===== src/include/descBuffer_config.svh =====
// Descriptor buffer configuration
// Depth, word widths and SRAM bank geometry
`ifndef DESCBUFFER_CONFIG_SVH
`define DESCBUFFER_CONFIG_SVH

// ==========================================================
// Buffer geometry
// ==========================================================
`define BUF_DEPTH      2048  // Entries in the buffer
`define BUF_ADDR_W     11    // Full RAM address width
`define BANK_DEPTH     1024  // Entries per SRAM macro
`define BANK_ADDR_W    10    // Macro address width

// ==========================================================
// Word layout
// ==========================================================
`define PAYLOAD_W      144   // Descriptor payload bits
`define PARITY_GROUPS  4     // Quarter parity, 36 bits each
`define WORD_W         149   // Payload + last + parity
`define LO_HALF_W      74    // Low macro of a bank
`define HI_HALF_W      75    // High macro of a bank

`endif


===== src/logic/memGeomPkg.sv =====
// RAM geometry types
// Address and word types shared by the SRAM wrapper and its users
`include "descBuffer_config.svh"

package memGeomPkg;

    // ==========================================================
    // Addresses
    // ==========================================================
    typedef logic [`BUF_ADDR_W-1:0]  ramAddrT;   // Full address, bit 10 picks bank
    typedef logic [`BANK_ADDR_W-1:0] bankAddrT;  // Address inside one macro

    // ==========================================================
    // Data
    // ==========================================================
    typedef logic [`WORD_W-1:0]      ramWordT;   // One stored descriptor word

endpackage


===== src/logic/descBufPkg.sv =====
// Descriptor buffer types
// Payload, parity, occupancy and control state, plus the parity function
`include "descBuffer_config.svh"

package descBufPkg;

    localparam int groupW = `PAYLOAD_W / `PARITY_GROUPS;  // 36 bits per parity group

    typedef logic [`PAYLOAD_W-1:0]     payloadT;  // Descriptor payload
    typedef logic [`PARITY_GROUPS-1:0] parityT;   // One bit per quarter
    typedef logic [`BUF_ADDR_W:0]      countT;    // 0 to 2048 inclusive

    typedef enum logic {
        stScrub,  // Zero-fill after reset
        stRun     // Normal push/pop
    } ctrlStateT;

    // Even parity per quarter of the payload
    function automatic parityT calcParity(input payloadT data);
        parityT par;
        par = '0;
        for (int g = 0; g < `PARITY_GROUPS; g++) begin
            par[g] = ^data[g*groupW +: groupW];  // XOR of one 36-bit group
        end
        return par;
    endfunction

endpackage


===== src/logic/bufferCtrl.sv =====
// Descriptor buffer control
// Scrub after reset, then FIFO pointers, occupancy, flags and RAM port control
`timescale 1ns/10ps
`include "descBuffer_config.svh"

module bufferCtrl (
    input  logic                ClkB,
    input  logic                rstN,
    input  logic                pushEn,
    input  logic                popEn,
    input  logic                flushEn,
    output logic                wrEn,
    output memGeomPkg::ramAddrT wrAddr,
    output logic                scrubbing,
    output logic                rdEn,
    output memGeomPkg::ramAddrT rdAddr,
    output logic                popValid,
    output logic                ready,
    output logic                full,
    output logic                empty,
    output logic                overflow,
    output logic                underflow,
    output descBufPkg::countT   count
);

    import memGeomPkg::*;
    import descBufPkg::*;

    ctrlStateT state;
    ramAddrT   scrubAddr;  // Zero-fill address
    ramAddrT   wrPtr;
    ramAddrT   rdPtr;
    countT     countNext;
    logic      pushAcc;    // Push taken this cycle
    logic      popAcc;     // Pop taken this cycle
    logic      pushDrop;   // Push refused, buffer full
    logic      popDrop;    // Pop refused, buffer empty

    // ==========================================================
    // Scrub FSM
    // ==========================================================
    always_ff @(posedge ClkB or negedge rstN) begin
        if (!rstN) begin
            state     <= stScrub;
            scrubAddr <= '0;
        end else if (state == stScrub) begin
            scrubAddr <= scrubAddr + 1'b1;  // One zero word per cycle
            if (scrubAddr == ramAddrT'(`BUF_DEPTH - 1)) begin
                state <= stRun;  // Last entry written this edge
            end
        end
    end

    assign scrubbing = (state == stScrub);
    assign ready     = (state == stRun);

    // Flush wins, flags sampled before the cycle
    assign pushAcc  = pushEn && ready && !full && !flushEn;
    assign popAcc   = popEn && ready && !empty && !flushEn;
    assign pushDrop = pushEn && ready && full && !flushEn;
    assign popDrop  = popEn && ready && empty && !flushEn;

    // RAM ports
    assign wrEn   = scrubbing || pushAcc;
    assign wrAddr = scrubbing ? scrubAddr : wrPtr;
    assign rdEn   = popAcc;  // Same-cycle read request
    assign rdAddr = rdPtr;

    // ==========================================================
    // Occupancy and flags
    // ==========================================================
    always_comb begin
        countNext = count;
        if (flushEn) begin
            countNext = '0;
        end else if (pushAcc && !popAcc) begin
            countNext = count + 1'b1;
        end else if (popAcc && !pushAcc) begin
            countNext = count - 1'b1;
        end
    end

    always_ff @(posedge ClkB or negedge rstN) begin
        if (!rstN) begin
            wrPtr     <= '0;
            rdPtr     <= '0;
            count     <= '0;
            full      <= 1'b0;
            empty     <= 1'b1;
            popValid  <= 1'b0;
            overflow  <= 1'b0;
            underflow <= 1'b0;
        end else begin
            if (flushEn) begin
                wrPtr <= '0;
                rdPtr <= '0;
            end else begin
                if (pushAcc) wrPtr <= wrPtr + 1'b1;  // Wraps at 2048
                if (popAcc)  rdPtr <= rdPtr + 1'b1;
            end
            count     <= countNext;
            full      <= (countNext == countT'(`BUF_DEPTH));
            empty     <= (countNext == '0);
            popValid  <= popAcc;    // Lines up with RAM read data
            overflow  <= pushDrop;  // One-cycle pulses
            underflow <= popDrop;
        end
    end

    // ==========================================================
    // Checks
    // ==========================================================
    aCountBound: assert property (@(posedge ClkB) disable iff (!rstN)
        count <= countT'(`BUF_DEPTH));
    aNoAddrClash: assert property (@(posedge ClkB) disable iff (!rstN)
        (rdEn && wrEn) |-> (rdAddr != wrAddr));
    aFlagsExclusive: assert property (@(posedge ClkB) disable iff (!rstN)
        !(full && empty));

endmodule


===== config.mk =====
export PLATFORM = sky130hd
export DESIGN_NAME = bufferCtrl
export DESIGN_NICKNAME = d
export VERILOG_FILES = /design/src/logic/memGeomPkg.sv /design/src/logic/descBufPkg.sv /design/src/logic/bufferCtrl.sv
export VERILOG_INCLUDE_DIRS = /design/src /design/src/include
export SDC_FILE = /design/constraint.sdc
export NUM_CORES = 1
export LEC_CHECK = 0
export ABC_AREA = 1
export BUFFER_PORTS_ARGS = -buffer_cell sky130_fd_sc_hd__clkbuf_2
export CAP_MARGIN = 25
export CORE_MARGIN = 2
export CORE_UTILIZATION = 51
export DETAILED_ROUTE_END_ITERATION = 8
export PLACE_DENSITY = 0.82
export SLEW_MARGIN = 20
export SYNTH_ARGS = -nofsm -noshare
export SYNTH_HDL_FRONTEND = slang
export SYNTH_SLANG_ARGS = --single-unit
export TNS_END_PERCENT = 1

===== constraint.sdc =====
create_clock -name ClkB -period 1.5 [get_ports ClkB]
set_input_delay 0 -clock ClkB [delete_from_list [all_inputs] [get_ports ClkB]]
set_output_delay 0 -clock ClkB [all_outputs]
set_load 0.1 [all_outputs]

==> flow_summary.json <==
{
  "postLayoutCellArea_um2": 4476,
  "slew_viol_final": 0,
  "syn_nets": 409,
  "critPathCaptureType": "register",
  "drc_errors": 0,
  "final-hold-violation-count": 1,
  "port_buffers": 47,
  "io_pins": 48,
  "beginning_of_the_worst_register_to_register_path": "ready",
  "maxCapViolations": 0,
  "vias": 3243,
  "static-leakage-power_nw": 2.317,
  "relSlewSlack_pct": 63.45,
  "clock_tree.buffer_depth": 2,
  "core_footprint_um2": 5816,
  "fin_hold_ws_ns": -0.006245,
  "syn_inst": 399,
  "crit_arrival_ns": 2.05,
  "irDropWorstVdd_mv": 0.4438,
  "max_slew.worst_pin.slew_ns": 0.5505,
  "hp-class": "input pin to register",
  "post_place_cells": 573,
  "detail_route.wl_per_cell_um": 15.63,
  "crit_end": "empty",
  "clk_pin_slew_worst_setup_hold_paths_ns": 0.10,
  "ys_warn_count": 0,
  "worstSetupStartpoint": "ready",
  "clkSinkCount": 51,
  "max_clock_freq_mhz": 558.1,
  "mostFrequentLayoutCells": "nand2_1 (88), buf_4 (60), inv_1 (55), dfrtp_1 (49), nand3_1 (33)",
  "gp_congestion": 0.9961,
  "reg2reg_slack_ns": -0.29,
  "viasPerCell": 5.506,
  "failed_checks": "hold timing, setup timing",
  "postLayoutSetupSlackWorst_ns": -0.2918,
  "root_buffer": "clkbuf_8",
  "clkLatencyLatePin_ns": 0.32,
  "grt_util_all_layers_pct": 28.28,
  "yosys.cell_types.count": 31,
  "cts-buffers-inserted": 5,
  "grt_pass1_wl_um": 14280,
  "areaGrowthSynthToFinish_pct": 47.75,
  "die_width_um": 81.07,
  "final_clock_period_utilization_by_the_worst_path_pct": 119.5,
  "critPathRequiredTime_ns": 1.75,
  "mappedNetlistArea_um2": 3029,
  "route.antenna.remaining_nets": 0,
  "number_of_flip_flops_and_latches_in_the_synthesized_netlist": 51,
  "worstReg2RegEnd": "empty",
  "grt_pass1_vias": 3074,
  "initial_core_util_pct": 52.09,
  "finalNetCount": 523,
  "grt_overflow_total": 0,
  "layout_commonest_cell": "nand2_1",
  "number_of_iterations_in_the_first_detailed_routing_pass": 5,
  "layout_min_cycle_time_ns": 1.792,
  "route.final.wire_length_um": 9206,
  "core.rowCount": 28,
  "r2r.worst_path.cells": 10,
  "syn-mean-instance-area_um2": 7.592,
  "seq_area_frac_synth_pct": 42.17,
  "drtIter0Drc": 206,
  "htree_num_levels": 2,
  "hpwl_um": 6158,
  "totalPowerFinal_mw": 2.493,
  "dpl-instance-area_um2": 4053,
  "power_density_nw_per_um2": 557.0,
  "final-setup-viol-count": 35,
  "ratio_of_cells_with_drive_above_1_in_the_final_layout_pct": 35.80,
  "final-instance-count-excl-fill": 589,
  "outcome": "complete, but fails checks",
  "grt_setup_unrepaired": "true",
  "antenna-diode-count": 0,
  "fin_skew_ns": 0.01080,
  "critPathMaxFanout": 6,
  "die_ht_um": 81.07,
  "dp_slack_ns": -0.2128,
  "cts_tree": "built",
  "final.setup.tns_ns": -3.689,
  "initial_antenna_violation_count": 0,
  "timing.critical_path.from_type": "register",
  "fill_cells": 381,
  "grt_start_max_net_pins": 35,
  "critPathKind": "register to register",
  "die_outline_area_um2": 6572
}
stage by stage:
step	util (%)	hold WS, ns
6_report	76.96	-0.006245
5_1_grt	76.96	0.003112
4_1_cts	74.55	0.0009124
2_1_floorplan	-	-0.2956
3_5_place_dp	69.69	-0.009017
3_3_place_gp	69.69	-0.02030
synthesized netlist by cell type, drive strengths merged:
cell     n  share of area [%]
nand2   97                 13
inv     60                7.4
dfrtp   50                 41
nor2    46                8.1
nand3   43                8.1
o21ai   29                4.8
a21oi   16                2.6
nor3    16                2.8
nand4   10                2.1
xor2     8                2.3
buf      5                1.2
ha       5                2.1
clkbuf   3               0.37
xnor2    3               0.87
nand3b   2               0.50
nor4     2               0.41
a22o     1               0.29
dfstp    1               0.87
nor3b    1               0.41
or2      1               0.21
critical path: stages, from the launching register on:
cell and delay (ns):
dfrtp_4 0.55, buf_12 0.15, nand2_4 0.09, nor2_8 0.05
nor2_4 0.18, nand2_1 0.11, a21oi_1 0.22, nor2_1 0.11
nor2_1 0.11, nand2_1 0.07, nor2_1 0.09
what timing repair did:
action | 4_1_cts | 5_1_grt
setup buffers | 4 | 2
endpoints found under the hold margin | 17 | 0
resized for setup | 19 | 30
pin swaps | 8 | 9
endpoints found under the setup margin | 35 | 46
cloned | 1 | 0
hold buffers | 1 | 0
registers in the layout, indices dropped and copies added, names as in the netlist:
signal / cells
count: 12
rdAddr: 11
scrubAddr: 11
wrPtr: 11
empty: 1
full: 1
overflow: 1
popValid: 1
ready: 1
underflow: 1
logic make-up after synthesis:
kind of cell | count (synthesis) | synth area share, %
compound gates | 46 | 7.724
xor+xnor | 11 | 3.181
fa+ha+maj | 5 | 2.065
buf+inv | 68 | 9.046
flops | 51 | 42.17
simple gates | 218 | 35.81
layout make-up:
class	count	area, um^2	area share (%)
clock inverters	2	38.79	0.8666
repair buffers	115	1042	23.29
well taps	75	93.84	2.097
flip-flops and latches	51	1281	28.63
clock buffers	6	82.58	1.845
multi-input cells	280	1708	38.16
inverters	60	229.0	5.116
per-layer routing:
metal  track usage [%]  vias up  wire, um
met1             33.81     1527      3514
met3             3.667       27       622
met2             52.81      179      4828
met4             8.136        0       241
li1                  -     1510         -
met5                 0        -         0
power breakdown:
part	switching (mW)	total (mW)	internal, mW	leakage (nW)
clock	0.483	1.03	0.549	0.0618
sequential	0.00000000000000192	1.37	1.37	0.693
combinational	0.0650	0.0874	0.0225	1.56
total	0.548	2.49	1.95	2.32
worst min path at each step:
| stage | startpoint | end | cells after the start | slack (ns) |
|---|---|---|---|---|
| after floorplan | rstN | count[0] | 0 | -0.30 |
| after global placement | rstN | scrubAddr[2] | 1 | -0.02 |
| after detailed placement | rstN | scrubAddr[3] | 1 | -0.009 |
| after CTS | flushEn | wrPtr[3] | 2 | 0.0009 |
| after global routing | flushEn | wrPtr[3] | 2 | 0.003 |
| final | flushEn | wrPtr[3] | 2 | -0.006 |
(Power assumes the default switching activity.)
