`config.mk`:
```
export PLATFORM = sky130hd
export DESIGN_NAME = entryCheck
export DESIGN_NICKNAME = d
export VERILOG_FILES = /design/src/logic/memGeomPkg.sv /design/src/logic/descBufPkg.sv /design/src/logic/entryCheck.sv
export VERILOG_INCLUDE_DIRS = /design/src /design/src/include
export SDC_FILE = /design/constraint.sdc
export NUM_CORES = 1
export LEC_CHECK = 0
export BUFFER_PORTS_ARGS = -buffer_cell sky130_fd_sc_hd__buf_4
export CAP_MARGIN = 20
export CORE_AREA = 2 2 116 118
export DETAILED_ROUTE_END_ITERATION = 16
export DIE_AREA = 0 0 118 120
export GPL_TIMING_DRIVEN = 0
export PLACE_DENSITY = 0.47
export SYNTH_ARGS = -nofsm -noshare
export SYNTH_HDL_FRONTEND = slang
export SYNTH_SLANG_ARGS = --single-unit
```
`constraint.sdc`:
```
create_clock -name vclk -period 2
set_input_delay 0.1 -clock vclk [all_inputs]
set_output_delay 0.1 -clock vclk [all_outputs]
set_load 0.01 [all_outputs]
```
`src/include/descBuffer_config.svh`:
```
// Descriptor buffer configuration
// Depth, word widths and SRAM bank geometry
`ifndef DESCBUFFER_CONFIG_SVH
`define DESCBUFFER_CONFIG_SVH

// ==========================================================
// Buffer geometry
// ==========================================================
`define BUF_DEPTH      2048  // Entries in the buffer
`define BUF_ADDR_W     11    // Full RAM address width
`define BANK_DEPTH     1024  // Entries per SRAM macro
`define BANK_ADDR_W    10    // Macro address width

// ==========================================================
// Word layout
// ==========================================================
`define PAYLOAD_W      144   // Descriptor payload bits
`define PARITY_GROUPS  4     // Quarter parity, 36 bits each
`define WORD_W         149   // Payload + last + parity
`define LO_HALF_W      74    // Low macro of a bank
`define HI_HALF_W      75    // High macro of a bank

`endif

```
`src/logic/memGeomPkg.sv`:
```
// RAM geometry types
// Address and word types shared by the SRAM wrapper and its users
`include "descBuffer_config.svh"

package memGeomPkg;

    // ==========================================================
    // Addresses
    // ==========================================================
    typedef logic [`BUF_ADDR_W-1:0]  ramAddrT;   // Full address, bit 10 picks bank
    typedef logic [`BANK_ADDR_W-1:0] bankAddrT;  // Address inside one macro

    // ==========================================================
    // Data
    // ==========================================================
    typedef logic [`WORD_W-1:0]      ramWordT;   // One stored descriptor word

endpackage

```
`src/logic/descBufPkg.sv`:
```
// Descriptor buffer types
// Payload, parity, occupancy and control state, plus the parity function
`include "descBuffer_config.svh"

package descBufPkg;

    localparam int groupW = `PAYLOAD_W / `PARITY_GROUPS;  // 36 bits per parity group

    typedef logic [`PAYLOAD_W-1:0]     payloadT;  // Descriptor payload
    typedef logic [`PARITY_GROUPS-1:0] parityT;   // One bit per quarter
    typedef logic [`BUF_ADDR_W:0]      countT;    // 0 to 2048 inclusive

    typedef enum logic {
        stScrub,  // Zero-fill after reset
        stRun     // Normal push/pop
    } ctrlStateT;

    // Even parity per quarter of the payload
    function automatic parityT calcParity(input payloadT data);
        parityT par;
        par = '0;
        for (int g = 0; g < `PARITY_GROUPS; g++) begin
            par[g] = ^data[g*groupW +: groupW];  // XOR of one 36-bit group
        end
        return par;
    endfunction

endpackage

```
`src/logic/entryCheck.sv`:
```
// Descriptor read datapath
// Unpacks the stored word and checks quarter parity on each pop
`timescale 1ns/10ps
`include "descBuffer_config.svh"

module entryCheck (
    input  logic                ClkB,
    input  memGeomPkg::ramWordT rdWord,
    input  logic                popValid,
    output descBufPkg::payloadT popPayload,
    output logic                popLast,
    output logic                parityErr
);

    import descBufPkg::*;

    parityT storedPar;  // Parity read back
    parityT calcPar;    // Parity of the payload as read

    // ==========================================================
    // Unpack
    // ==========================================================
    assign popPayload = rdWord[`PAYLOAD_W-1:0];
    assign popLast    = rdWord[`PAYLOAD_W];
    assign storedPar  = rdWord[`WORD_W-1:`PAYLOAD_W+1];

    // ==========================================================
    // Parity check
    // ==========================================================
    assign calcPar   = calcParity(popPayload);
    assign parityErr = popValid && (storedPar != calcPar);  // Only on a real pop

    // Popped data comes from a written or scrubbed entry
    aPayloadKnown: assert property (@(posedge ClkB)
        popValid |-> !$isunknown(popPayload));

endmodule

```
==> metrics, run 1 <==
Static Leak=0.00259 uW; CP required=1.90 ns; Setup CP Type=input port to output pin; layout cells sized above 1=0.785; post-layout min period=1.99 ns; Die X=118 um; IO Count=297; Total GRT Usage=0.105; post-route non-filler standard cell count=757; Hold Violations, Final=0; Starting Density=0.184; Storage cell area=0 um^2; crit path buf inv count=2; DRC viols=0; DRT Pass-1 Iters=3; Worst Path Arrival=1.89 ns; RSZ-0062 raised after global routing=true; cell area after synthesis=2390 um^2; Post-CTS Hold Fix Bufs=0; area delta synth->final=108%; Synth Warn #=0; pin count of the biggest net entering global routing=3; routability cong.=0.790; Syn Inst Count=286; Distinct cells, synth=7; die area=14,200 um^2; clk_buf instances=0; hold_ws=0.376 ns; Total Routed Length=8340 um; Slew @ Worst Pin=0.280 ns; Fill cells=1,312; wire length per cell=11.0 um; CP Cell Sequence=buf_4 -> xnor2_2 -> xnor2_1 -> xnor2_1 -> xnor3_1 -> xnor2_2 -> o41a_1 -> buf_6; sequential cells=0; initial antenna violation count=0; Multi-input gate area=1410 um^2; Worst path max stage delay=0.47 ns; I/O Buffers=295; Cells after DPL=757; pwr dens=377 nW/um^2; worst-path maximum fanout=2; Max VDD drop=191 uV; status=finished clean; final net count=734; syn_nets=437; standard-cell rows=42; post-CTS setup buffer count=0; Crit-path slowest cell=xnor3_1; CP Launch Type=input port; Max Slew Vio Count=0; maxcap violations=0; Top Family by Delay on Critical Path=XOR/XNOR gates; first-pass GRT wire length=12,400 um; Die Y=120 um; Pwr Total=1870 uW; Post-DP HPWL=7660 um; Antenna diodes=0; HP Class=input port to output pin; post-route cell area=4960 um^2; Routed Antenna Nets=0; Setup violations, final=0; final period utilization=0.993; number of global-route vias before repair=2,587; slew margin rel.=0.812; via count=2,605; Max Freq=503 MHz; Core Area=13,000 um^2; placed instance area=4820 um^2; endpoint class of the critical path=output pin; Vias/cell=3.44; total global routing overflow=0; 1st-iter DRT viols=14; Avg Cell Area, Syn=8.36 um^2; sequential area share after synthesis=0
-- cells by family (layout without fill, tap and decap cells) --
logic type,after synthesis,in the layout,synth area share
AOI/OAI and AO/OA,1,1,0.00471
xor gates and xnor gates,140,140,0.540
buffers and inverters,145,440,0.455
-- cells in the mapped netlist --
| cell | count | area (um^2) |
|---|---|---|
| buf_4 | 145 | 1090 |
| o41a_1 | 1 | 11.3 |
| xnor2_1 | 115 | 1010 |
| xnor2_2 | 1 | 16.3 |
| xnor3_1 | 3 | 67.6 |
| xnor3_2 | 1 | 23.8 |
| xor2_1 | 20 | 175 |
-- cells in the final DEF, fill, tap and decap left out --
master	n
xor2_2	1
buf_4	431
xnor2_2	14
xnor3_2	1
buf_6	9
xnor3_1	3
xor2_1	19
o41a_1	1
xnor2_1	102
-- repair_timing --
| item | 4_1_cts | 5_1_grt |
|---|---|---|
| resized for setup | 21 | 2 |
| setup endpoints to repair | 1 | 1 |
| hold endpoints to repair | 0 | 0 |
| pin swaps | 18 | 2 |
-- routing by layer --
layer / GRT usage / share of wire / up-vias / wire [um]
met5: 0 / 0 / - / 0
met4: 0.00979 / 0.011 / 0 / 90
met2: 0.225 / 0.58 / 162 / 4800
li1: - / - / 1315 / -
met1: 0.107 / 0.33 / 1122 / 2770
met3: 0.0185 / 0.081 / 6 / 674
-- final timing paths --
path / end / cells past startpoint / from
max: parityErr / 8 / rdWord[84]
min: popLast / 2 / rdWord[144]
-- through the flow --
step	utilization	setup TNS, ns	worst slack [ns]
after floorplan	-	0	0.340
after global placement	0.372	-0.104	-0.104
after detailed placement	0.372	-0.110	-0.110
after CTS	0.381	0	0.00398
after global routing	0.382	-0.0763	-0.0763
final	0.382	0	0.0131
-- layout make-up --
class | count | area share
Buffer | 145 | 0.219
Timing Repair Buffer | 295 | 0.453
Tap cell | 176 | 0.0444
Multi-Input combinational cell | 141 | 0.283
-- where the power goes --
group | internal, uW | switching (uW) | total, uW
logic | 1180 | 692 | 1870
registers | 0 | 0 | 0
clock network | 0 | 0 | 0
total | 1180 | 692 | 1870
No activity file was read; power rests on OpenSTA's default activity.
==> inputs of run 2 (changes only) <==
--- a/config.mk
+++ b/config.mk
@@ -6,13 +6,14 @@
 export SDC_FILE = /design/constraint.sdc
 export NUM_CORES = 1
 export LEC_CHECK = 0
+export ABC_AREA = 1
 export BUFFER_PORTS_ARGS = -buffer_cell sky130_fd_sc_hd__buf_4
 export CAP_MARGIN = 20
 export CORE_AREA = 2 2 116 118
 export DETAILED_ROUTE_END_ITERATION = 16
 export DIE_AREA = 0 0 118 120
 export GPL_TIMING_DRIVEN = 0
-export PLACE_DENSITY = 0.47
+export PLACE_DENSITY = 0.65
 export SYNTH_ARGS = -nofsm -noshare
 export SYNTH_HDL_FRONTEND = slang
 export SYNTH_SLANG_ARGS = --single-unit
==> run 2 against run 1 <==
Net effect:
- critical path depth is 7 higher
- sequential share of layout area stayed put
- routed wire length is 51% higher
- largest cell class unchanged
- power is 4.7% higher
- maximum frequency is 20% higher
- count of clock-buffer cells in the layout stayed put
- area after synthesis is 90% higher
- synthesized cell count grew to 3.3 times the previous value
- critical endpoint unchanged
- worst hold slack better by 0.0015 ns
==> metrics, run 2 <==
post-cts resize count=0; placed instance area=6970 um^2; Fill cells=1,365; IO Count=297; clk_buf instances=0; global-route met2 utilization=0.341; commonest cells after routing, fill and taps aside=nand2_1 (552), buf_4 (440), inv_1 (100), xnor2_1 (41), xor2_1 (37); GRT Max-Usage Layer=met2; syn_nets=1,085; Starting Density=0.349; Total Routed Length=12,600 um; Synth Warn #=0; pin count of the biggest net entering global routing=6; number of global-route vias before repair=4,987; status=finished clean; Setup violations, final=0; Vias/cell=3.97; die area=14,200 um^2; maxcap violations=0; standard-cell rows=42; cell area after synthesis=4530 um^2; total global routing overflow=0; CP required=1.90 ns; most frequent cell after synthesis=nand2_1; WHS Path Cells=2; Syn Inst Count=934; DRC viols=0; Setup CP Type=input port to output pin; Max Slew Vio Count=0; Avg Cell Area, Syn=4.85 um^2; met3 GRT Util=0.0204; DRT Pass-1 Iters=4; Storage cell area=0 um^2; Static Leak=0.00462 uW; I/O Buffers=295; met1 Use GR=0.200; setup_tns=0 ns; final net count=1,382; worst-path maximum fanout=3; via count=5,576; HP Class=input port to output pin; routability cong.=0.769; post-CTS setup buffer count=0; slew margin rel.=0.703; Post-CTS Hold Fix Bufs=0; Slew @ Worst Pin=0.443 ns; sequential area share after synthesis=0; Die X=118 um; RSZ-0062 raised after global routing=false; CP Launch Type=input port; Max Freq=605 MHz; main area contributors after synthesis=nand2_1 (46%), buf_4 (24%), inv_1 (8.3%); most frequent cells after synthesis=nand2_1 (552), buf_4 (145), inv_1 (100), xnor2_1 (41), xor2_1 (37); Core Area=13,000 um^2; post-route cell area=6970 um^2; Yosys top cell by area=nand2_1; share of the synthesized area in the top cell type=0.457; post-layout min period=1.65 ns; area delta synth->final=53.7%; worst setup path startpoint=rdWord[143]; Distinct cells, synth=11; 1st-iter DRT viols=161; endpoint class of the critical path=output pin; layout cells sized above 1=0.369; Routed Antenna Nets=0; most common cell after layout, fill and taps aside=nand2_1; Die Y=120 um; Antenna diodes=0; Max VDD drop=120 uV; sequential cells=0; final period utilization=0.827; Hold Violations, Final=0; wire length per cell=8.97 um; worst setup path end=parityErr; Worst Path Arrival=1.55 ns; initial antenna violation count=0; pwr dens=281 nW/um^2; Post-DP HPWL=11,700 um; first-pass GRT wire length=21,000 um; Total GRT Usage=0.169
## run 2: changes by cell type in the layout (fill, tap and decap cells not counted), sizes merged
cell and delta:
inv +102, xor2 +17, nand3b +7, xnor2 -75, nand3 +29, xnor3 -4, o41a -1, nor2 +14
nand2 +559
## run 2: worst min-delay path by stage
stage,from,end
after floorplan,popValid,parityErr
after global placement,rdWord[144],popLast
after detailed placement,rdWord[144],popLast
after CTS,rdWord[144],popLast
after global routing,rdWord[144],popLast
final,rdWord[144],popLast
## run 2: cells by family after synthesis
logic type             share of synthesized area
XOR/XNOR                                   0.151
buffers and inverters                      0.325
AND/OR/NAND/NOR                            0.524
## run 2: power by group
group	total (uW)	internal [uW]	switching, uW
sequential	0	0	0
combinational	1960	969	990
clock	0	0	0
## run 2: layout make-up
class	count	area, um^2	share of cell area
Tap cell	176	220	0.0316
Inverter	102	383	0.0550
Multi-Input combinational cell	687	3060	0.439
Timing Repair Buffer	295	2210	0.318
Buffer	145	1090	0.156
## run 2: worst max-delay path, stage by stage
cell	delay [ns]
buf_4	0.12
xnor2_1	0.34
nand3b_1	0.18
nand2_1	0.05
nand2_1	0.05
nand2_1	0.06
inv_1	0.05
nand2_1	0.04
nand2_1	0.05
nand2_1	0.05
nand2_2	0.07
nand2_1	0.05
nor2_1	0.14
nor2_1	0.06
buf_4	0.14
## run 2: per-stage QoR
| stage | hold WS, ns | setup WS (ns) | cells | utilization | total power (uW) |
|---|---|---|---|---|---|
| floorplan | 0.287 | 0.796 | 934 | - | 1240 |
| global placement | 0.379 | 0.323 | 1405 | 0.537 | 1960 |
| detailed placement | 0.379 | 0.313 | 1405 | 0.537 | 1980 |
| CTS | 0.379 | 0.306 | 1405 | 0.537 | 1990 |
| global route | 0.389 | 0.0383 | 1405 | 0.537 | 2250 |
| finish | 0.378 | 0.346 | 1405 | 0.537 | 1960 |
## run 2: routing by layer
metal | part of all wire | vias up
met2 | 0.52 | 158
met1 | 0.42 | 2223
li1 | - | 3195
met3 | 0.059 | 0
met5 | 0 | -
met4 | 0 | 0
