`src/include/descBuffer_config.svh`:
```
// Descriptor buffer configuration
// Depth, word widths and SRAM bank geometry
`ifndef DESCBUFFER_CONFIG_SVH
`define DESCBUFFER_CONFIG_SVH

// ==========================================================
// Buffer geometry
// ==========================================================
`define BUF_DEPTH      2048  // Entries in the buffer
`define BUF_ADDR_W     11    // Full RAM address width
`define BANK_DEPTH     1024  // Entries per SRAM macro
`define BANK_ADDR_W    10    // Macro address width

// ==========================================================
// Word layout
// ==========================================================
`define PAYLOAD_W      144   // Descriptor payload bits
`define PARITY_GROUPS  4     // Quarter parity, 36 bits each
`define WORD_W         149   // Payload + last + parity
`define LO_HALF_W      74    // Low macro of a bank
`define HI_HALF_W      75    // High macro of a bank

`endif

```
`src/logic/memGeomPkg.sv`:
```
// RAM geometry types
// Address and word types shared by the SRAM wrapper and its users
`include "descBuffer_config.svh"

package memGeomPkg;

    // ==========================================================
    // Addresses
    // ==========================================================
    typedef logic [`BUF_ADDR_W-1:0]  ramAddrT;   // Full address, bit 10 picks bank
    typedef logic [`BANK_ADDR_W-1:0] bankAddrT;  // Address inside one macro

    // ==========================================================
    // Data
    // ==========================================================
    typedef logic [`WORD_W-1:0]      ramWordT;   // One stored descriptor word

endpackage

```
`src/logic/descBufPkg.sv`:
```
// Descriptor buffer types
// Payload, parity, occupancy and control state, plus the parity function
`include "descBuffer_config.svh"

package descBufPkg;

    localparam int groupW = `PAYLOAD_W / `PARITY_GROUPS;  // 36 bits per parity group

    typedef logic [`PAYLOAD_W-1:0]     payloadT;  // Descriptor payload
    typedef logic [`PARITY_GROUPS-1:0] parityT;   // One bit per quarter
    typedef logic [`BUF_ADDR_W:0]      countT;    // 0 to 2048 inclusive

    typedef enum logic {
        stScrub,  // Zero-fill after reset
        stRun     // Normal push/pop
    } ctrlStateT;

    // Even parity per quarter of the payload
    function automatic parityT calcParity(input payloadT data);
        parityT par;
        par = '0;
        for (int g = 0; g < `PARITY_GROUPS; g++) begin
            par[g] = ^data[g*groupW +: groupW];  // XOR of one 36-bit group
        end
        return par;
    endfunction

endpackage

```
`src/logic/entryPack.sv`:
```
// Descriptor write datapath
// Packs payload, last flag and quarter parity into one stored word
`timescale 1ns/10ps

module entryPack (
    input  descBufPkg::payloadT pushPayload,
    input  logic                pushLast,
    input  logic                errInject,
    input  logic                scrubbing,
    output memGeomPkg::ramWordT wrWord
);

    import descBufPkg::*;

    parityT parity;  // Parity as stored

    // ==========================================================
    // Word assembly
    // ==========================================================
    // Layout: parity 148..145, last 144, payload 143..0
    always_comb begin
        parity    = calcParity(pushPayload);
        parity[0] = parity[0] ^ errInject;  // Fault injection on group 0
        if (scrubbing) begin
            wrWord = '0;  // All-zero word has valid parity
        end else begin
            wrWord = {parity, pushLast, pushPayload};
        end
    end

endmodule

```
`config.mk`:
```
export PLATFORM = sky130hd
export DESIGN_NAME = entryPack
export DESIGN_NICKNAME = d
export VERILOG_FILES = /design/src/logic/memGeomPkg.sv /design/src/logic/descBufPkg.sv /design/src/logic/entryPack.sv
export VERILOG_INCLUDE_DIRS = /design/src /design/src/include
export SDC_FILE = /design/constraint.sdc
export NUM_CORES = 1
export LEC_CHECK = 0
export BUFFER_PORTS_ARGS = -buffer_cell sky130_fd_sc_hd__buf_2
export CORE_AREA = 2 2 113 115
export DETAILED_ROUTE_END_ITERATION = 10
export DIE_AREA = 0 0 115 117
export SLEW_MARGIN = 20
export SYNTH_ARGS = -nofsm -noshare
export SYNTH_HDL_FRONTEND = slang
export SYNTH_SLANG_ARGS = --single-unit
```
`constraint.sdc`:
```
create_clock -name vclk -period 1.25
set_input_delay 0.0625 -clock vclk [all_inputs]
set_output_delay 0.0625 -clock vclk [all_outputs]
set_load 0.005 [all_outputs]
```
==> out/metrics.csv, run 1 <==
stage,metric,value,unit
status,status,"finished, violations left",
status,failing checks,negative setup slack,
final_layout,register area,0,sq um
sta,Tmin final,1.60,ns
route,Wirelength per Cell,11.9,um
worst_setup_path,critical path capture point type,output port,
worst_setup_path,WP data required,1.19,ns
grt,initial antenna violation count,0,
grt,gr usage total,11.1,%
route,final WL,8890,um
logic_synthesis,"area leader, netlist",xnor2_1,
route,vias,2918,
logic_synthesis,sequential area share after synthesis,0,%
clock_tree,Post-CTS Setup Bufs,0,
flow_run,max_cap viols,0,
die,core area,12300,sq um
final_layout,layout cells sized above 1,58.4,%
route,DRT Pass-1 Iters,4,
grt,M2 GR Usage,23.3,%
place,GPL Wtd Cong,0.834,
power_and_ir_drop,clock share of power,0,%
logic_synthesis,Syn Area/Cell,7.74,sq um
die,die area,13500,sq um
sta,final hold viol count,0,
power_and_ir_drop,maximum vdd drop,0.455,mV
sta,fin crit share,128,%
grt,number of global-route vias before repair,2652,
die,Die Span Y,117,um
place,dpl hpwl,7390,um
sta,Hold WS,0.416,ns
final_layout,number of sequential cells,0,
min_path,hold path endpoint,wrWord[51],
min_path,hold path cells,3,
grt,Global Route met3 Usage,1.08,%
min_path,Hold Crit Start,pushPayload[51],
power_and_ir_drop,Cell Int Power,1.78,mW
sta,Slew HR,84.9,%
grt,M1 GR Usage,12.3,%
logic_synthesis,most frequent cell after synthesis,nor2b_1,
die,Starting Density,18.9,%
logic_synthesis,Gate Count Post-Synth,301,
power_and_ir_drop,Tot Pwr,2.80,mW
logic_synthesis,"Cell Area, Synth",2330,sq um
route,DR DRC count,0,
power_and_ir_drop,sequential fraction of design power,0,%
grt,first-pass GRT wire length,12200,um
logic_synthesis,"top cells by area, synth","xnor2_1, nor2b_1, xnor3_1",
sta,max frequency,626,MHz
final_layout,area delta synth->final,94.5,%
final_layout,# clk buffers,0,
worst_setup_path,CP Launch Type,primary input,
sta,unrepaired setup endpoints after global routing,yes,
logic_synthesis,Synth top cells by count,"nor2b_1, xnor2_1, clkbuf_1, xor2_1, xnor3_1",
logic_synthesis,yosys synthesis warning count,0,
worst_setup_path,crit-path max FO,2,
power_and_ir_drop,Comb pwr share,100.0,%
worst_setup_path,worst setup path class,in2out,
sta,Worst-Margin Slew,0.227,ns
power_and_ir_drop,switching power total,1.02,mW
clock_tree,"Hold-fix buffers, CTS",0,
route,number of DRC markers in iteration 0,48,
logic_synthesis,Synth cell types,9,
worst_setup_path,crit path DAT,1.54,ns
logic_synthesis,Post-Syn Nets,448,
die,# IOs,296,
die,# rows,41,
power_and_ir_drop,switching share of power,36.4,%
grt,largest net degree at the start of global routing,56,
final_layout,final net count,745,
power_and_ir_drop,Leakage,2.38,nW
grt,Most Crowded Layer GR,met2,
sta,setup ws final,-0.349,ns
sta,max-slew violation count,0,
die,die width,115,um
route,vias per cell,3.91,
route,ANT nets after route,0,
power_and_ir_drop,PD cells,619,nW/um^2
logic_synthesis,Synth top area share,39.1,%
min_path,worst min-delay path class,in2out,
final_layout,antenna fix cells,0,
final_layout,final core utilization,36.8,%
sta,final setup fails,4,
grt,GRT overflow,0,
place,Port-buffer cells,296,
per-stage QoR:
step                      worst slack (ns)  instance area (sq um)  setup TNS, ns  cells
after global placement              -0.389                   4110          -1.43    746
final                               -0.349                   4530          -1.31    746
after global routing                -0.407                   4530          -1.58    746
after CTS                           -0.384                   4340          -1.38    746
after floorplan                    -0.0483                   2350         -0.136    301
after detailed placement            -0.372                   4110          -1.42    746
cell families (layout without fill, tap and decap cells):
group	after synthesis	count (layout)	synth area share, %
muxes	4	4	2.58
buffers and inverters	17	312	2.74
and+or+nand+nor	153	153	41.1
xor gates and xnor gates	127	127	53.6
power by group through the flow:
stage | Combinational [mW] | Clock (mW) | Sequential [mW]
2_1_floorplan | 1.63 | 0 | 0
3_3_place_gp | 2.51 | 0 | 0
3_5_place_dp | 2.51 | 0 | 0
4_1_cts | 2.73 | 0 | 0
5_1_grt | 3.05 | 0 | 0
6_report | 2.80 | 0 | 0
worst max-delay path by stage:
stage                           startpoint          end  slack, ns  depth (start not counted)
after global routing      pushPayload[111]  wrWord[148]      -0.41                          7
after detailed placement  pushPayload[135]  wrWord[148]      -0.37                          7
after global placement    pushPayload[135]  wrWord[148]      -0.39                          7
after CTS                 pushPayload[133]  wrWord[148]      -0.38                          7
after floorplan            pushPayload[19]  wrWord[145]      -0.05                          5
final                      pushPayload[48]  wrWord[146]      -0.35                          7
metal layers:
layer  up-vias  wire length [um]  share of wire, %
met5         -                 0                 0
met3         4               639               7.2
met1      1268              3310                37
li1       1497                 -                 -
met2       149              4880                55
met4         0                55              0.62
cell usage in the layout, fill, tap and decap left out:
cell type / instances
buf_8: 1
nor2_1: 4
xnor2_1: 79
nor2b_2: 4
buf_4: 16
nor2b_1: 145
xor2_1: 10
buf_12: 2
xnor2_2: 21
xnor2_4: 4
xor2_2: 3
xnor3_1: 10
buf_6: 29
mux2_4: 4
buf_2: 264
critical path, cell delays in order:
cell     delay [ns]
buf_2          0.12
xnor2_2        0.13
xnor2_1        0.20
xnor2_1        0.14
xnor3_1        0.45
mux2_4         0.32
buf_6          0.12
layout make-up:
type               instances  area (sq um)
fillers                 1292          7780
multi-input cells        284          2520
repair buffers           312          1820
well taps                150           188
what timing repair did:
action,in CTS,in global routing
setup endpoints to repair,4,4
resized for setup,40,34
pin swaps,17,14
Note: power is estimated with default switching activity, not from simulation.
==> inputs of run 2 (changes only) <==
- ABC_AREA: not set -> 1
- CORE_AREA: 2 2 113 115 -> 2 2 114 116
- DIE_AREA: 0 0 115 117 -> 0 0 116 118
- PLACE_DENSITY: not set -> 0.68
==> out/metrics.csv, run 2 <==
stage,metric,value,unit,change
route,DR DRC count,0,,unchanged
min_path,Hold Crit Start,pushLast,,
logic_synthesis,sequential area share after synthesis,0,%,unchanged
logic_synthesis,combinational family with the most area after synthesis,simple AND/OR/NAND/NOR gates,,
worst_setup_path,"Slowest-stage cell, CP",or2_1,,
min_path,hold path endpoint,wrWord[144],,
worst_setup_path,critical path capture point type,output port,,
logic_synthesis,Synth cell types,15,,+6
sta,unrepaired setup endpoints after global routing,yes,,
logic_synthesis,Synth top cells by count,"nand2_1, inv_1, nor2_1, xnor2_1, xor2_1",,
sta,max-slew violation count,0,,unchanged
grt,largest net degree at the start of global routing,53,,-5.4%
logic_synthesis,Compound-Gate Fraction of Synth Area,0.388,%,+0.39 points
final_layout,final core utilization,54.0,%,+17 points
power_and_ir_drop,switching share of power,55.2,%,+19 points
final_layout,Fillers,1286,,-0.46%
final_layout,antenna fix cells,0,,unchanged
worst_setup_path,worst setup path class,in2out,,
worst_setup_path,max incr delay on CP,0.22,ns,-0.23 ns
die,die area,13700,sq um,+1.7%
final_layout,# clk buffers,0,,unchanged
sta,setup ws final,-0.0387,ns,+0.310 ns
final_layout,most frequent cells in the layout,"nand2_1, buf_2, nor2_1, inv_1, nand2_2",,
power_and_ir_drop,maximum vdd drop,0.225,mV,-51%
worst_setup_path,critical-path cell list,buf_8 > xor2_2 > or2_1 > nand2_1 > nand2_1 > nand2_2 > nand2_1 > nand2_1 > inv_1 > nand2_1 > nand2_1 > nor2_1 > buf_2,,
die,Die Span Y,118,um,+0.85%
final_layout,area delta synth->final,73.3,%,
status,failing checks,negative setup slack,,
logic_synthesis,Post-Syn Nets,1027,,+130%
logic_synthesis,"top cells by area, synth","nand2_1, inv_1, nor2_1",,
route,ANT nets after route,0,,unchanged
logic_synthesis,Syn Area/Cell,4.40,sq um,-43%
worst_setup_path,crit path DAT,1.23,ns,-0.31 ns
final_layout,"commonest non-fill, non-tap cell in the layout",nand2_1,,
clock_tree,"Hold-fix buffers, CTS",0,,unchanged
final_layout,layout cells sized above 1,43.1,%,-15 points
route,vias,5707,,+96%
route,Wirelength per Cell,9.64,um,-19%
logic_synthesis,xor/xnor cell area share of the yosys netlist,23.5,%,-30 points
die,die width,116,um,+0.87%
worst_setup_path,crit-path max FO,2,,unchanged
min_path,hold path cells,4,,+1
route,final WL,13200,um,+48%
final_layout,Finished Layout Cells,1365,,+83%
route,number of DRC markers in iteration 0,147,,+210%
place,dpl cells,1363,,+83%
logic_synthesis,yosys synthesis warning count,0,,unchanged
power_and_ir_drop,sequential fraction of design power,0,%,unchanged
logic_synthesis,Gate Count Post-Synth,880,,+190%
worst_setup_path,WP data required,1.19,ns,about the same
power_and_ir_drop,Comb pwr share,100.0,%,about the same
min_path,worst min-delay path class,in2out,,
place,Port-buffer cells,296,,unchanged
status,status,"finished, violations left",,
sta,Worst-Margin Slew,0.355,ns,+0.129 ns
logic_synthesis,post-synthesis adder-cell area fraction,0,%,unchanged
logic_synthesis,Simple-Gate Fraction of Synth Area,58.7,%,+18 points
route,vias per cell,4.18,,+6.9%
die,Starting Density,31.2,%,+12 points
grt,initial antenna violation count,1,,+1
sta,Slew HR,76.1,%,-8.7 points
place,dpl hpwl,10800,um,+46%
power_and_ir_drop,Tot Pwr,2.88,mW,+2.7%
final_layout,final net count,1342,,+80%
sta,max frequency,776,MHz,+24%
die,# rows,41,,unchanged
flow_run,max_cap viols,0,,unchanged
worst_setup_path,most frequent CP cell,nand2_1,,
place,GPL Wtd Cong,0.799,,-4.2%
logic_synthesis,"area leader, netlist",nand2_1,,
sta,Tmin final,1.29,ns,-0.310 ns
die,# IOs,296,,unchanged
sta,final setup fails,4,,unchanged
grt,first-pass GRT wire length,20200,um,+65%
logic_synthesis,mux contribution to synthesized area,0,%,-2.6 points
final_layout,register area,0,sq um,unchanged
grt,gr usage total,17.1,%,+6.1 points
final_layout,number of sequential cells,0,,unchanged
worst_setup_path,CP Launch Type,primary input,,
power_and_ir_drop,clock share of power,0,%,unchanged
sta,fin crit share,103,%,-25 points
power_and_ir_drop,PD cells,430,nW/um^2,-31%
logic_synthesis,Synth top area share,41.2,%,+2.1 points
route,DRT Pass-1 Iters,4,,unchanged
logic_synthesis,most frequent cell after synthesis,nand2_1,,
logic_synthesis,"Cell Area, Synth",3870,sq um,+66%
power_and_ir_drop,Cell Int Power,1.29,mW,-28%
sta,final hold viol count,0,,unchanged
power_and_ir_drop,switching power total,1.59,mW,+56%
die,core area,12400,sq um,+0.83%
grt,number of global-route vias before repair,5102,,+92%
grt,GRT overflow,0,,unchanged
power_and_ir_drop,Leakage,4.50,nW,+89%
==> run 2: cell types whose count changed after synthesis, moves of 10 or more <==
cell | previous run | this run
xnor2_1 | 104 | 56
nand2_1 | 0 | 425
inv_1 | 0 | 163
nand3_1 | 0 | 11
nor2_1 | 4 | 154
nor2b_1 | 145 | 0
xnor3_1 | 10 | 0
xor2_1 | 13 | 44
==> run 2: power groups by stage <==
stage	logic [mW]	registers (mW)	clock network [mW]
final	2.88	0	0
after floorplan	1.52	0	0
after CTS	2.64	0	0
after global routing	3.26	0	0
after detailed placement	2.46	0	0
after global placement	2.43	0	0
==> run 2: cell families after synthesis <==
family                    after synthesis
buffers and inverters                 179
xor gates and xnor gates              102
AOI/OAI and AO/OA                       3
and+or+nand+nor                       596
==> run 2: worst max path at each step <==
stage                               start     endpoint  slack (ns)  cells after the start
after floorplan           pushPayload[30]  wrWord[145]        0.26                     10
after global placement    pushPayload[22]  wrWord[145]       -0.05                     12
after detailed placement  pushPayload[30]  wrWord[145]       -0.09                     12
after CTS                  pushPayload[0]  wrWord[145]       -0.04                     13
after global routing      pushPayload[93]  wrWord[147]       -0.19                     13
final                     pushPayload[32]  wrWord[145]       -0.04                     13
==> run 2: area by class of cell <==
class	count	area, sq um	area share, %
tap	172	215	3.21
timing repair buffer	329	1900	28.3
inverter	163	617	9.20
multi-input combinational	701	3980	59.3
==> run 2: through the flow <==
stage	hold WS, ns	cell area, sq um	TNS (ns)	worst slack [ns]
after floorplan	0.192	3870	0	0.265
after global placement	0.394	5780	-0.165	-0.0467
after detailed placement	0.398	5780	-0.296	-0.0900
after CTS	0.398	6220	-0.0840	-0.0449
after global routing	0.431	6710	-0.666	-0.194
final	0.396	6710	-0.0964	-0.0387
==> run 2: what timing repair did <==
| item | 4_1_cts | 5_1_grt |
|---|---|---|
| gates resized for setup | 99 | 136 |
| buffers inserted | 0 | 2 |
| endpoints found under the setup margin | 4 | 4 |
| pin swaps | 27 | 62 |
| gates cloned | 0 | 0 |
==> run 2: layer usage <==
metal  track usage, %  share of wire, %  routed length [um]
met4             1.34               1.1                 146
met1             17.7                38                5000
met2             36.2                55                7180
met3             2.47               6.2                 817
met5                0             0.099                  13
==> run 2: critical path: cells and delay by family <==
family | cells | cell delay (ns)
xor gates and xnor gates | 1 | 0.16
and+or+nand+nor | 9 | 0.71
buffers and inverters | 3 | 0.27
==> inputs of run 3 (changes only) <==
- PLACE_DENSITY: 0.68 -> 0.7
==> out/metrics.csv, run 3 (synthesis gave the netlist of run 2 again) <==
stage,metric,value,unit,change
route,final WL,14800,um,+13%
route,DRT Pass-1 Iters,4,,unchanged
route,Wirelength per Cell,10.9,um,+13%
route,vias,5916,,+3.7%
route,DR DRC count,0,,unchanged
die,# rows,41,,unchanged
route,vias per cell,4.33,,+3.7%
power_and_ir_drop,maximum vdd drop,0.250,mV,+11%
sta,max-slew violation count,0,,unchanged
worst_setup_path,crit-path max FO,2,,unchanged
min_path,worst min-delay path class,in2out,,
grt,first-pass GRT wire length,21000,um,+3.9%
min_path,Hold Crit Start,pushLast,,
sta,Tmin final,1.33,ns,+0.0426 ns
sta,Setup TNS,-0.186,ns,-0.0892 ns
grt,gr usage total,17.8,%,+0.72 points
die,# IOs,296,,unchanged
final_layout,antenna fix cells,0,,unchanged
sta,Slew HR,75.3,%,-0.86 points
worst_setup_path,CP Launch Type,primary input,,
place,Port-buffer cells,296,,unchanged
sta,fin crit share,107,%,+3.4 points
sta,final hold viol count,0,,unchanged
sta,setup ws final,-0.0814,ns,-0.0426 ns
final_layout,"Design Area, Final",7420,sq um,+11%
grt,largest net degree at the start of global routing,51,,-3.8%
route,ANT nets after route,0,,unchanged
power_and_ir_drop,Leakage,4.69,nW,+4.3%
final_layout,# clk buffers,0,,unchanged
die,die area,13700,sq um,unchanged
place,pre-CTS WS,-0.0981,ns,-0.00814 ns
clock_tree,"Hold-fix buffers, CTS",0,,unchanged
place,GPL Wtd Cong,0.798,,-0.14%
worst_setup_path,worst setup path class,in2out,,
min_path,hold path endpoint,wrWord[144],,
worst_setup_path,WP data required,1.19,ns,about the same
final_layout,number of sequential cells,0,,unchanged
final_layout,area delta synth->final,91.7,%,
die,Die Span Y,118,um,unchanged
status,status,"finished, violations left",,
flow_run,max_cap viols,0,,unchanged
sta,max frequency,751,MHz,-3.2%
status,failing checks,negative setup slack,,
sta,unrepaired setup endpoints after global routing,yes,,
final_layout,final net count,1342,,unchanged
worst_setup_path,crit path DAT,1.27,ns,+0.04 ns
final_layout,layout cells sized above 1,46.3,%,+3.2 points
power_and_ir_drop,Tot Pwr,3.23,mW,+12%
place,placed cell area,5730,sq um,-0.78%
min_path,hold path cells,4,,unchanged
route,number of DRC markers in iteration 0,200,,+36%
die,core area,12400,sq um,unchanged
power_and_ir_drop,PD cells,436,nW/um^2,+1.4%
final_layout,most frequent cells in the layout,"nand2_1, buf_2, nor2_1, inv_1, nand2_2",,
final_layout,register area,0,sq um,unchanged
die,die width,116,um,unchanged
die,Starting Density,31.2,%,unchanged
final_layout,final core utilization,59.8,%,+5.7 points
place,dpl hpwl,10800,um,about the same
sta,Worst-Margin Slew,0.368,ns,+0.0129 ns
grt,GRT overflow,0,,unchanged
grt,number of global-route vias before repair,5137,,+0.69%
sta,final setup fails,3,,-1
worst_setup_path,critical path capture point type,output port,,
grt,initial antenna violation count,0,,-1
final_layout,"commonest non-fill, non-tap cell in the layout",nand2_1,,
## run 3: cell count changes in the layout (fill, tap and decap cells not counted), sizes merged
cell    change
clkbuf      -1
buf         +1
## run 3: report_power, final
part | total [mW] | switching (mW) | internal, mW | leakage, nW
Clock | 0 | 0 | 0 | 0
Combinational | 3.23 | 1.74 | 1.49 | 4.69
Sequential | 0 | 0 | 0 | 0
## run 3: what timing repair did
item                                    CTS  global route
endpoints found under the setup margin    4             4
buffers inserted                          5             4
resized for setup                       216           197
cloned                                    0             0
pin swaps                               131           118
## run 3: per-layer routing
layer	global-route usage (%)	up-vias	wire, um
met4	1.79	0	127
met1	18.1	2595	5130
li1	-	3103	-
met3	2.63	10	1020
met5	0	-	0
met2	37.9	208	8550
## run 3: critical path, stage by stage
cell and delay (ns):
buf_4 0.13, xnor2_4 0.18, xor2_1 0.22, nand2_1 0.11, nand2_2 0.09, inv_2 0.03, nand2_1 0.04, nand2_1 0.06
nand2_1 0.06, nand2_1 0.04, nor2_1 0.10, buf_2 0.12
## run 3: cell type report
class                           count  area [sq um]
Inverter                          163           662
Multi-Input combinational cell    701          4340
Timing Repair Buffer              329          2200
Fill cell                        1150          5000
Tap cell                          172           215
## run 3: worst max-delay path by stage
| stage | startpoint | end | slack (ns) |
|---|---|---|---|
| after floorplan | pushPayload[30] | wrWord[145] | 0.26 |
| final | pushPayload[23] | wrWord[145] | -0.08 |
| after global routing | pushPayload[124] | wrWord[148] | -0.24 |
| after global placement | pushPayload[30] | wrWord[145] | -0.08 |
| after CTS | pushPayload[109] | wrWord[148] | -0.08 |
| after detailed placement | pushPayload[83] | wrWord[147] | -0.1 |
## run 3: through the flow
| stage | hold slack, ns | instances |
|---|---|---|
| after floorplan | 0.192 | 880 |
| after global placement | 0.396 | 1357 |
| after detailed placement | 0.399 | 1357 |
| after CTS | 0.400 | 1362 |
| after global routing | 0.426 | 1365 |
| final | 0.398 | 1365 |
